==> src/hw/a2_glue_pkg.sv <==
/*
 * A2 card glue shared definitions
 * Bus, audio and card response types used between the slot logic
 * and the card functions, plus the speaker page decode and the
 * shifts that place each source in the audio mix.
 */

`default_nettype none

package a2_glue_pkg;

    // Apple II bus widths
    typedef logic [15:0] a2_addr_t;
    typedef logic [7:0]  a2_data_t;

    // Audio widths
    typedef logic [15:0] audio_sample_t;
    typedef logic [9:0]  mb_audio_t;

    // One captured bus cycle, 25 bits
    typedef struct packed {
        a2_addr_t addr;
        a2_data_t data;
        logic     rw_n;
    } bus_cycle_t;

    // Response of one card, 10 bits
    typedef struct packed {
        logic     rd_en;
        a2_data_t data;
        logic     irq_n;
    } card_resp_t;

    // Upper 12 address bits of the speaker soft switch range C030-C03F
    localparam logic [11:0] SPEAKER_PAGE = 12'hC03;

    // Placement of the sources in the 16 bit mix
    localparam int MB_AUDIO_SHIFT = 5;
    localparam int SPEAKER_SHIFT  = 13;

endpackage

`default_nettype wire

==> src/hw/por_heartbeat.sv <==
/*
 * Power-on reset release and heartbeat
 * A half-period counter toggles the heartbeat LED on every wrap.
 * The first wrap releases the internal reset and it stays released
 * until the next external reset.
 */

`default_nettype none

module por_heartbeat #(
    parameter int HALF_PERIOD_CYCLES = 10_000_000
) (
    input  wire  clk_logic_w,
    input  wire  reset_i,
    output logic heartbeat_o,
    output logic por_done_o
);

    localparam int CNT_W = (HALF_PERIOD_CYCLES > 1) ? $clog2(HALF_PERIOD_CYCLES) : 1;

    logic [CNT_W-1:0] half_cnt_q;
    logic             wrap;

    assign wrap = (half_cnt_q == CNT_W'(HALF_PERIOD_CYCLES - 1));

    always_ff @(posedge clk_logic_w) begin
        if (reset_i) begin
            half_cnt_q  <= '0;
            heartbeat_o <= 1'b0;
            por_done_o  <= 1'b0;
        end else begin
            if (wrap) begin
                half_cnt_q  <= '0;
                heartbeat_o <= ~heartbeat_o;
                // Sticky, only reset clears it
                por_done_o  <= 1'b1;
            end else begin
                half_cnt_q <= half_cnt_q + 1'b1;
            end
        end
    end

    // Once released, the internal reset never comes back on its own
    por_done_sticky: assert property (
        @(posedge clk_logic_w) (por_done_o && !reset_i) |=> por_done_o
    );

endmodule

`default_nettype wire

==> src/hw/bus_cycle_capture.sv <==
/*
 * Apple II bus cycle capture
 * Brings phi1 into the logic clock through a two-flop synchronizer
 * and a two-sample agreement filter. On each rising edge of the
 * filtered phi1 the address, data and rw lines are captured and a
 * single-clock strobe marks the new cycle.
 */

`default_nettype none

module bus_cycle_capture (
    input  wire                    clk_logic_w,
    input  wire                    reset_i,
    input  wire                    phi1_i,
    input  wire a2_glue_pkg::a2_addr_t a2_a_i,
    input  wire a2_glue_pkg::a2_data_t a2_d_i,
    input  wire                    a2_rw_n_i,
    output a2_glue_pkg::bus_cycle_t  cycle_o,
    output logic                   cycle_valid_o
);

    // Synchronizer stages
    logic phi1_meta_q;
    logic phi1_sync_q;

    // Previous synchronized sample, for the agreement filter
    logic phi1_prev_q;
    logic phi1_filt_q;

    logic samples_agree;
    logic phi1_rise;

    assign samples_agree = (phi1_sync_q == phi1_prev_q);

    // Filtered level is about to go from low to high
    assign phi1_rise = samples_agree && phi1_sync_q && !phi1_filt_q;

    always_ff @(posedge clk_logic_w) begin
        if (reset_i) begin
            phi1_meta_q <= 1'b0;
            phi1_sync_q <= 1'b0;
            phi1_prev_q <= 1'b0;
            phi1_filt_q <= 1'b0;
        end else begin
            phi1_meta_q <= phi1_i;
            phi1_sync_q <= phi1_meta_q;
            phi1_prev_q <= phi1_sync_q;
            // A single odd sample is ignored
            if (samples_agree) begin
                phi1_filt_q <= phi1_sync_q;
            end
        end
    end

    // Capture the bus in the same clock the filtered phi1 rises
    always_ff @(posedge clk_logic_w) begin
        if (reset_i) begin
            cycle_valid_o <= 1'b0;
            cycle_o       <= '0;
        end else begin
            cycle_valid_o <= phi1_rise;
            if (phi1_rise) begin
                cycle_o.addr <= a2_a_i;
                cycle_o.data <= a2_d_i;
                cycle_o.rw_n <= a2_rw_n_i;
            end
        end
    end

    // A phi1 period is many clocks long, so strobes never run back to back
    cycle_valid_single: assert property (
        @(posedge clk_logic_w) disable iff (reset_i)
        cycle_valid_o |=> !cycle_valid_o
    );

endmodule

`default_nettype wire

==> src/hw/card_response_mux.sv <==
/*
 * Card response selection
 * Picks the read data the cards return to the Apple II by fixed
 * priority (serial, sprite, Mockingboard), drives the data buffer
 * direction and combines the card interrupts onto the slot IRQ.
 */

`default_nettype none

module card_response_mux #(
    parameter bit BUS_DATA_OUT_ENABLE = 1'b1,
    parameter bit IRQ_OUT_ENABLE      = 1'b1
) (
    input  wire                      reset_i,
    input  wire a2_glue_pkg::card_resp_t ssc_resp_i,
    input  wire a2_glue_pkg::card_resp_t ssp_resp_i,
    input  wire a2_glue_pkg::card_resp_t mb_resp_i,
    input  wire a2_glue_pkg::bus_cycle_t cycle_i,
    output a2_glue_pkg::a2_data_t      a2_d_o,
    output logic                     a2_d_dir_o,
    output logic                     a2_irq_n_o
);

    logic any_rd_en;
    logic irq_n_all;

    assign any_rd_en = ssc_resp_i.rd_en || ssp_resp_i.rd_en || mb_resp_i.rd_en;
    assign irq_n_all = ssc_resp_i.irq_n && ssp_resp_i.irq_n && mb_resp_i.irq_n;

    // Fixed priority, falls back to the last captured bus data
    always_comb begin
        if (ssc_resp_i.rd_en) begin
            a2_d_o = ssc_resp_i.data;
        end else if (ssp_resp_i.rd_en) begin
            a2_d_o = ssp_resp_i.data;
        end else if (mb_resp_i.rd_en) begin
            a2_d_o = mb_resp_i.data;
        end else begin
            a2_d_o = cycle_i.data;
        end
    end

    // 1 = FPGA drives the Apple II data bus
    assign a2_d_dir_o = any_rd_en && BUS_DATA_OUT_ENABLE && !reset_i;

    // Open-collector style wired AND of the card interrupts
    assign a2_irq_n_o = (IRQ_OUT_ENABLE && !reset_i) ? irq_n_all : 1'b1;

endmodule

`default_nettype wire

==> src/hw/audio_mixer.sv <==
/*
 * Speaker toggle and audio mix
 * Any access to C030-C03F flips the Apple II speaker bit. The
 * sprite card audio, the shifted Mockingboard channels and the
 * speaker bit are summed into registered 16 bit left and right
 * samples that wrap on overflow.
 */

`default_nettype none

module audio_mixer #(
    parameter bit SPEAKER_ENABLE = 1'b1
) (
    input  wire                         clk_logic_w,
    input  wire                         reset_i,
    input  wire a2_glue_pkg::bus_cycle_t    cycle_i,
    input  wire                         cycle_valid_i,
    input  wire a2_glue_pkg::audio_sample_t ssp_audio_i,
    input  wire a2_glue_pkg::mb_audio_t     mb_audio_l_i,
    input  wire a2_glue_pkg::mb_audio_t     mb_audio_r_i,
    output a2_glue_pkg::audio_sample_t    audio_l_o,
    output a2_glue_pkg::audio_sample_t    audio_r_o
);

    import a2_glue_pkg::*;

    logic          speaker_q;
    logic          speaker_hit;
    audio_sample_t mix_l;
    audio_sample_t mix_r;

    // Sum of one channel, modulo 2^16
    function automatic audio_sample_t mix_channel(
        input audio_sample_t ssp,
        input mb_audio_t     mb,
        input logic          spk
    );
        audio_sample_t mb_term;
        audio_sample_t spk_term;
        mb_term  = audio_sample_t'(mb) << MB_AUDIO_SHIFT;
        spk_term = audio_sample_t'(spk) << SPEAKER_SHIFT;
        return ssp + mb_term + spk_term;
    endfunction

    // Reads and writes both count, as on the real machine
    assign speaker_hit = cycle_valid_i && (cycle_i.addr[15:4] == SPEAKER_PAGE);

    always_ff @(posedge clk_logic_w) begin
        if (reset_i) begin
            speaker_q <= 1'b0;
        end else if (speaker_hit && SPEAKER_ENABLE) begin
            speaker_q <= ~speaker_q;
        end
    end

    assign mix_l = mix_channel(ssp_audio_i, mb_audio_l_i, speaker_q);
    assign mix_r = mix_channel(ssp_audio_i, mb_audio_r_i, speaker_q);

    // One clock of latency from the sources
    always_ff @(posedge clk_logic_w) begin
        if (reset_i) begin
            audio_l_o <= '0;
            audio_r_o <= '0;
        end else begin
            audio_l_o <= mix_l;
            audio_r_o <= mix_r;
        end
    end

endmodule

`default_nettype wire

==> src/hw/a2_card_glue.sv <==
/*
 * A2 card glue top level
 * Sits between the Apple II slot and the card functions. Builds the
 * system reset from the external reset, the slot reset and the
 * power-on release, captures bus cycles and feeds them to the card
 * response selection and to the audio mixer.
 */

`default_nettype none

module a2_card_glue #(
    parameter int HALF_PERIOD_CYCLES  = 10_000_000,
    parameter bit SPEAKER_ENABLE      = 1'b1,
    parameter bit IRQ_OUT_ENABLE      = 1'b1,
    parameter bit BUS_DATA_OUT_ENABLE = 1'b1
) (
    input  wire                         clk_logic_w,
    input  wire                         reset_i,
    input  wire                         a2_reset_n_i,

    // Apple II bus
    input  wire                         phi1_i,
    input  wire a2_glue_pkg::a2_addr_t      a2_a_i,
    input  wire a2_glue_pkg::a2_data_t      a2_d_i,
    input  wire                         a2_rw_n_i,

    // Card responses
    input  wire a2_glue_pkg::card_resp_t    ssc_resp_i,
    input  wire a2_glue_pkg::card_resp_t    ssp_resp_i,
    input  wire a2_glue_pkg::card_resp_t    mb_resp_i,

    // Card audio
    input  wire a2_glue_pkg::audio_sample_t ssp_audio_i,
    input  wire a2_glue_pkg::mb_audio_t     mb_audio_l_i,
    input  wire a2_glue_pkg::mb_audio_t     mb_audio_r_i,

    output a2_glue_pkg::a2_data_t         a2_d_o,
    output logic                        a2_d_dir_o,
    output logic                        a2_irq_n_o,
    output a2_glue_pkg::audio_sample_t    audio_l_o,
    output a2_glue_pkg::audio_sample_t    audio_r_o,
    output logic                        heartbeat_o
);

    import a2_glue_pkg::*;

    logic       por_done;
    logic       sys_reset;
    bus_cycle_t cycle;
    logic       cycle_valid;

    por_heartbeat #(
        .HALF_PERIOD_CYCLES(HALF_PERIOD_CYCLES)
    ) u_por_heartbeat (
        .clk_logic_w (clk_logic_w),
        .reset_i     (reset_i),
        .heartbeat_o (heartbeat_o),
        .por_done_o  (por_done)
    );

    // Everything past the heartbeat waits for power-on release and the slot reset
    assign sys_reset = reset_i || !a2_reset_n_i || !por_done;

    bus_cycle_capture u_bus_cycle_capture (
        .clk_logic_w   (clk_logic_w),
        .reset_i       (sys_reset),
        .phi1_i        (phi1_i),
        .a2_a_i        (a2_a_i),
        .a2_d_i        (a2_d_i),
        .a2_rw_n_i     (a2_rw_n_i),
        .cycle_o       (cycle),
        .cycle_valid_o (cycle_valid)
    );

    card_response_mux #(
        .BUS_DATA_OUT_ENABLE(BUS_DATA_OUT_ENABLE),
        .IRQ_OUT_ENABLE     (IRQ_OUT_ENABLE)
    ) u_card_response_mux (
        .reset_i    (sys_reset),
        .ssc_resp_i (ssc_resp_i),
        .ssp_resp_i (ssp_resp_i),
        .mb_resp_i  (mb_resp_i),
        .cycle_i    (cycle),
        .a2_d_o     (a2_d_o),
        .a2_d_dir_o (a2_d_dir_o),
        .a2_irq_n_o (a2_irq_n_o)
    );

    audio_mixer #(
        .SPEAKER_ENABLE(SPEAKER_ENABLE)
    ) u_audio_mixer (
        .clk_logic_w   (clk_logic_w),
        .reset_i       (sys_reset),
        .cycle_i       (cycle),
        .cycle_valid_i (cycle_valid),
        .ssp_audio_i   (ssp_audio_i),
        .mb_audio_l_i  (mb_audio_l_i),
        .mb_audio_r_i  (mb_audio_r_i),
        .audio_l_o     (audio_l_o),
        .audio_r_o     (audio_r_o)
    );

endmodule

`default_nettype wire

==> config.mk <==
export PLATFORM = sky130hd
export DESIGN_NAME = a2_card_glue
export DESIGN_NICKNAME = d
export VERILOG_FILES = /design/src/hw/a2_glue_pkg.sv /design/src/hw/por_heartbeat.sv /design/src/hw/bus_cycle_capture.sv /design/src/hw/card_response_mux.sv /design/src/hw/audio_mixer.sv /design/src/hw/a2_card_glue.sv
export SDC_FILE = /design/constraint.sdc
export NUM_CORES = 1
export LEC_CHECK = 0
export ABC_CLOCK_PERIOD_IN_PS = 2500
export BUFFER_PORTS_ARGS = -buffer_cell sky130_fd_sc_hd__buf_2
export CORE_UTILIZATION = 25
export CTS_CLUSTER_SIZE = 8
export DETAILED_ROUTE_END_ITERATION = 6
export PLACE_DENSITY = 0.47
export SYNTH_ARGS = -nofsm -noshare
export SYNTH_HDL_FRONTEND = slang
export SYNTH_HIERARCHICAL = 1
export SYNTH_SLANG_ARGS = --single-unit
==> constraint.sdc <==
create_clock -name clk_logic_w -period 2.5 [get_ports clk_logic_w]
set_input_delay 0.5 -clock clk_logic_w [delete_from_list [all_inputs] [get_ports clk_logic_w]]
set_output_delay 0.5 -clock clk_logic_w [all_outputs]
set_load 0.005 [all_outputs]
**Yosys cells after proc, flatten, opt, wreduce, memory -nomap -nowiden**

Index checks and enable logic that the tools add are counted.

- Logic and storage cells: 42
- Bits in registers: 88
- Memories kept: 0
- Memory bits (writable): 0
- Memory bits (read-only): 0
- Bits in latches: 0
- Output and inout bits: 43
- Input bits: 95

- Bitwise gates (word level): 2
- Multiplexer cells: 4
- Magnitude comparators: 0
- Multiply operators: 0
- Add/subtract/negate cells: 5
- Reduce and logical (&&, ||, !) cells: 15
- Equal/unequal tests: 3
- Div/mod/pow operators: 0
- Shift-type cells: 0

Operators by type and width:

| kind | number |
|---|---|
| adder 16 x 14 -> 16 bit | 2 |
| adder 16 x 15 -> 16 bit | 2 |
| adder 24 x 1 -> 24 bit, second input constant | 1 |
| == test 24 bit, second input constant | 1 |
| two-way mux 8 bit | 3 |
| == test 12 bit, second input constant | 1 |
| logical AND 1 bit | 6 |
| logical NOT 1 bit | 4 |
| logical OR 1 bit | 4 |
| inverter 1 bit | 2 |
| OR reduction 2 bit | 1 |
| == test 1 bit | 1 |
| two-way mux 1 bit | 1 |

**Depth between registers and ports, before layout**

- Depth in word-level cells: 5
- Mapped depth: 9

**Hierarchy**

Netlist, hierarchy kept.

Modules (own cells, without submodules):

| module | cells each | times used | area each (um2) | sequential area each (um2) |
|---|---|---|---|---|
| audio_mixer | 188 | 1 | 1,814.2 | 560.5 |
| bus_cycle_capture | 125 | 1 | 1,365.1 | 600.6 |
| por_heartbeat | 136 | 1 | 1,182.4 | 520.5 |
| card_response_mux | 39 | 1 | 392.9 | 0.0 |
| a2_card_glue | 1 | 1 | 7.5 | 0.0 |

**Least setup slack after synthesis**

Ideal clock, no wire load.

- Path type: input to register
- Start point: in ssp_audio_i[6]
- End point: reg u_audio_mixer.audio_l_o[14]
- Path buffers: 0
- Setup slack: -56 ps
- Arrival: 2,433 ps
- Required time: 2,377 ps
- Stages: 9
- Setup time: 123 ps
- Cell sequence: ha_1 > ha_1 > inv_1 > fa_1 > nor2b_4 > o31a_1 > or4_1 > a31oi_1 > mux2_1

- Longest elaborated chain between the ends: 2

Ends and longest elaborated chain:

| what | RTL line | source |
|---|---|---|
| from (decl) | a2_card_glue.sv:33 | `input wire a2_glue_pkg::audio_sample_t ssp_audio_i,` |
| adder 16 x 15 -> 16 bit | audio_mixer.sv:42 | `return ssp + mb_term + spk_term;` |
| adder 16 x 14 -> 16 bit | audio_mixer.sv:42 |  |
| to (signal assigned) | audio_mixer.sv:65 | `audio_l_o <= mix_l;` |
| to (decl) | audio_mixer.sv:21 | `output a2_glue_pkg::audio_sample_t audio_l_o,` |

Every way passes these cells.
A chain may end at the register's enable or synchronous reset.

**Final worst setup path**

Same ends and word-level chain as after synthesis.

==> metrics <==
clock network power share=0.446; worst-case clock skew=0.01056 ns; P&R area growth vs syn=27.43%; Synth Area per Inst=9.668 um2; Syn Inst Count=469; Detailed Place HPWL=8.340 mm; Power Dens Cells=532.1 nW/um2; post_cts resized=0; Nets=740; crit path kind=input port to register; period utilisation layout=0.9710; hold_buf cts=0; setup_tns=0 ns; CTS Buffer Depth=2; RSZ-0062 raised after global routing=false; vias in the first global route=3629; antenna violations before repair=0; worst hold path class=input port to register; utilization after layout=0.3306; global-route wire length before repair=17.36 mm; max_slew headroom=0.6154; Die X=136.7 um; io pins=138; element type at the critical path start=input port; sw frac=0.2576; IO Port Bufs=132; Final Critical Period=2.427 ns; syn nets=606; die area=18680 um2; f_max=412.0 MHz; sequential power share=0.412; global router's overall resource usage=0.1207; Max FO, Critical Path=3; Final Hold Fails=0; layout cells sized above 1=0.3487; via/cell ratio=4.515; total number of vias=3761; Critical Path End Type=register; maximum VDD drop=0.2939 mV; DRT Pass-1 Iters=4; Wirelength per Cell=13.23 um; GPL Wtd Cong=0.7884; Core Area=17480 um2; Detail Route Antenna Nets=0; final wirelength=11.02 mm; Clk Tree Root Cell=clkbuf_16; Clk Latency, worst-skew pair=0.35 ns; number of diodes=0; synth warn=6; initial drt markers=112; CP required=2.73 ns; Clock Sinks=79; GR Overflow Total=0; maxcap violations=0; Internal Power=2282 uW; Final setup viols=0; worst-margin pin slew=0.5762 ns; outcome=complete, no violations; leakage power=0.002475 uW; Critical Path AT=2.66 ns; die height=136.7 um; H-tree Lvls=3; Slew Limit Fails=0; largest net degree at the start of global routing=75; Post-CTS Setup Bufs=0; initial cell density of the core=0.2595; CTS tree=yes; TritonCTS Buffers=9; NetSw=792.2 uW; combinational share of power=0.142; post-synthesis cell area=4534 um2; Site Rows=48; Worst-path clk slew=0.06 ns; DRC viols=0
## layout make-up
cell class,count,area (um2)
Multi-Input combinational cell,347,2733
Fill cell,1793,11700
Clock inverter,7,81.33
Inverter,14,52.55
Tap cell,225,281.5
Clock buffer,9,225.2
Sequential cell,79,1582
Timing Repair Buffer,152,823.3
## per-stage QoR
stage	total power [uW]	hold slack, ns	instances	worst slack, ns	area (um2)
finish	3075	0.3662	833	0.07261	5778
global route	3253	0.3531	833	0.01670	5778
CTS	3140	0.3509	833	0.1045	5778
detailed placement	1734	0.4443	817	-0.2766	5472
global placement	1730	0.4327	817	-0.2449	5472
floorplan	1566	0.4138	469	-0.01881	4539
## critical path, cell delays in order
cell,delay (ns)
buf_2,0.11
ha_1,0.28
ha_2,0.19
inv_2,0.06
fa_2,0.24
nor2b_4,0.05
o31a_1,0.27
or4_1,0.41
a31oi_1,0.21
mux2_1,0.35
## power groups by stage
stage	Combinational [uW]	Sequential [uW]	Clock (uW)
3_5_place_dp	440	1290	0
2_1_floorplan	272	1290	0
4_1_cts	444	1270	1430
6_report	437	1270	1370
5_1_grt	494	1270	1490
3_3_place_gp	436	1290	0
## per-layer routing
layer / GRT usage / up-vias / part of all wire
met5: 0 / - / 0
met4: 0.03148 / 0 / 0.0073
met3: 0.05889 / 8 / 0.089
met2: 0.1985 / 96 / 0.48
li1: - / 1947 / -
met1: 0.1385 / 1710 / 0.42
## state kept, by name, summed over array words and instances, names as in the netlist
signal / count
u_audio_mixer/speaker_q: 1
u_por_heartbeat/half_cnt_q: 24
u_bus_cycle_capture/phi1_sync_q: 1
u_bus_cycle_capture/phi1_prev_q: 1
u_bus_cycle_capture/phi1_meta_q: 1
u_por_heartbeat/heartbeat_o: 1
u_por_heartbeat/por_done_o: 1
u_audio_mixer/audio_l_o: 11
u_audio_mixer/audio_r_o: 16
u_bus_cycle_capture/phi1_filt_q: 1
u_bus_cycle_capture/cycle_valid_o: 1
u_bus_cycle_capture/cycle_o: 20
## path summary, 6_finish.rpt
| kind | from | to | slack, ns | cells after the start |
|---|---|---|---|---|
| worst max register to register | u_audio_mixer/speaker_q | u_audio_mixer/audio_l_o[15] | 0.45 | 8 |
| worst max-delay path | ssp_audio_i[6] | u_audio_mixer/audio_l_o[14] | 0.07 | 10 |
| worst min register to register | u_bus_cycle_capture/phi1_meta_q | u_bus_cycle_capture/phi1_sync_q | 0.46 | 1 |
| worst min-delay path | ssp_audio_i[2] | u_audio_mixer/audio_r_o[2] | 0.37 | 2 |
## placed cells by master, fill, tap and decap left out, drive strengths merged, types with 2 or more instances in the layout
cell and instances:
a211oi 11, a21o 3, a21oi 21, and2 4, and2b 2, and3 3
and4 2, buf 152, clkbuf 9, clkinv 4, dfxtp 79, fa 4
ha 38, inv 16, mux2i 9, nand2 12, nand2b 21, nand3 10
nand4 10, nand4bb 20, nor2 34, nor2b 24, nor3 9, nor3b 8
nor4 4, nor4b 3, o21a 7, o21ai 32, o31ai 3, or3 9
or4 5, xnor2 13, xor2 11
(Power assumes the default switching activity.)
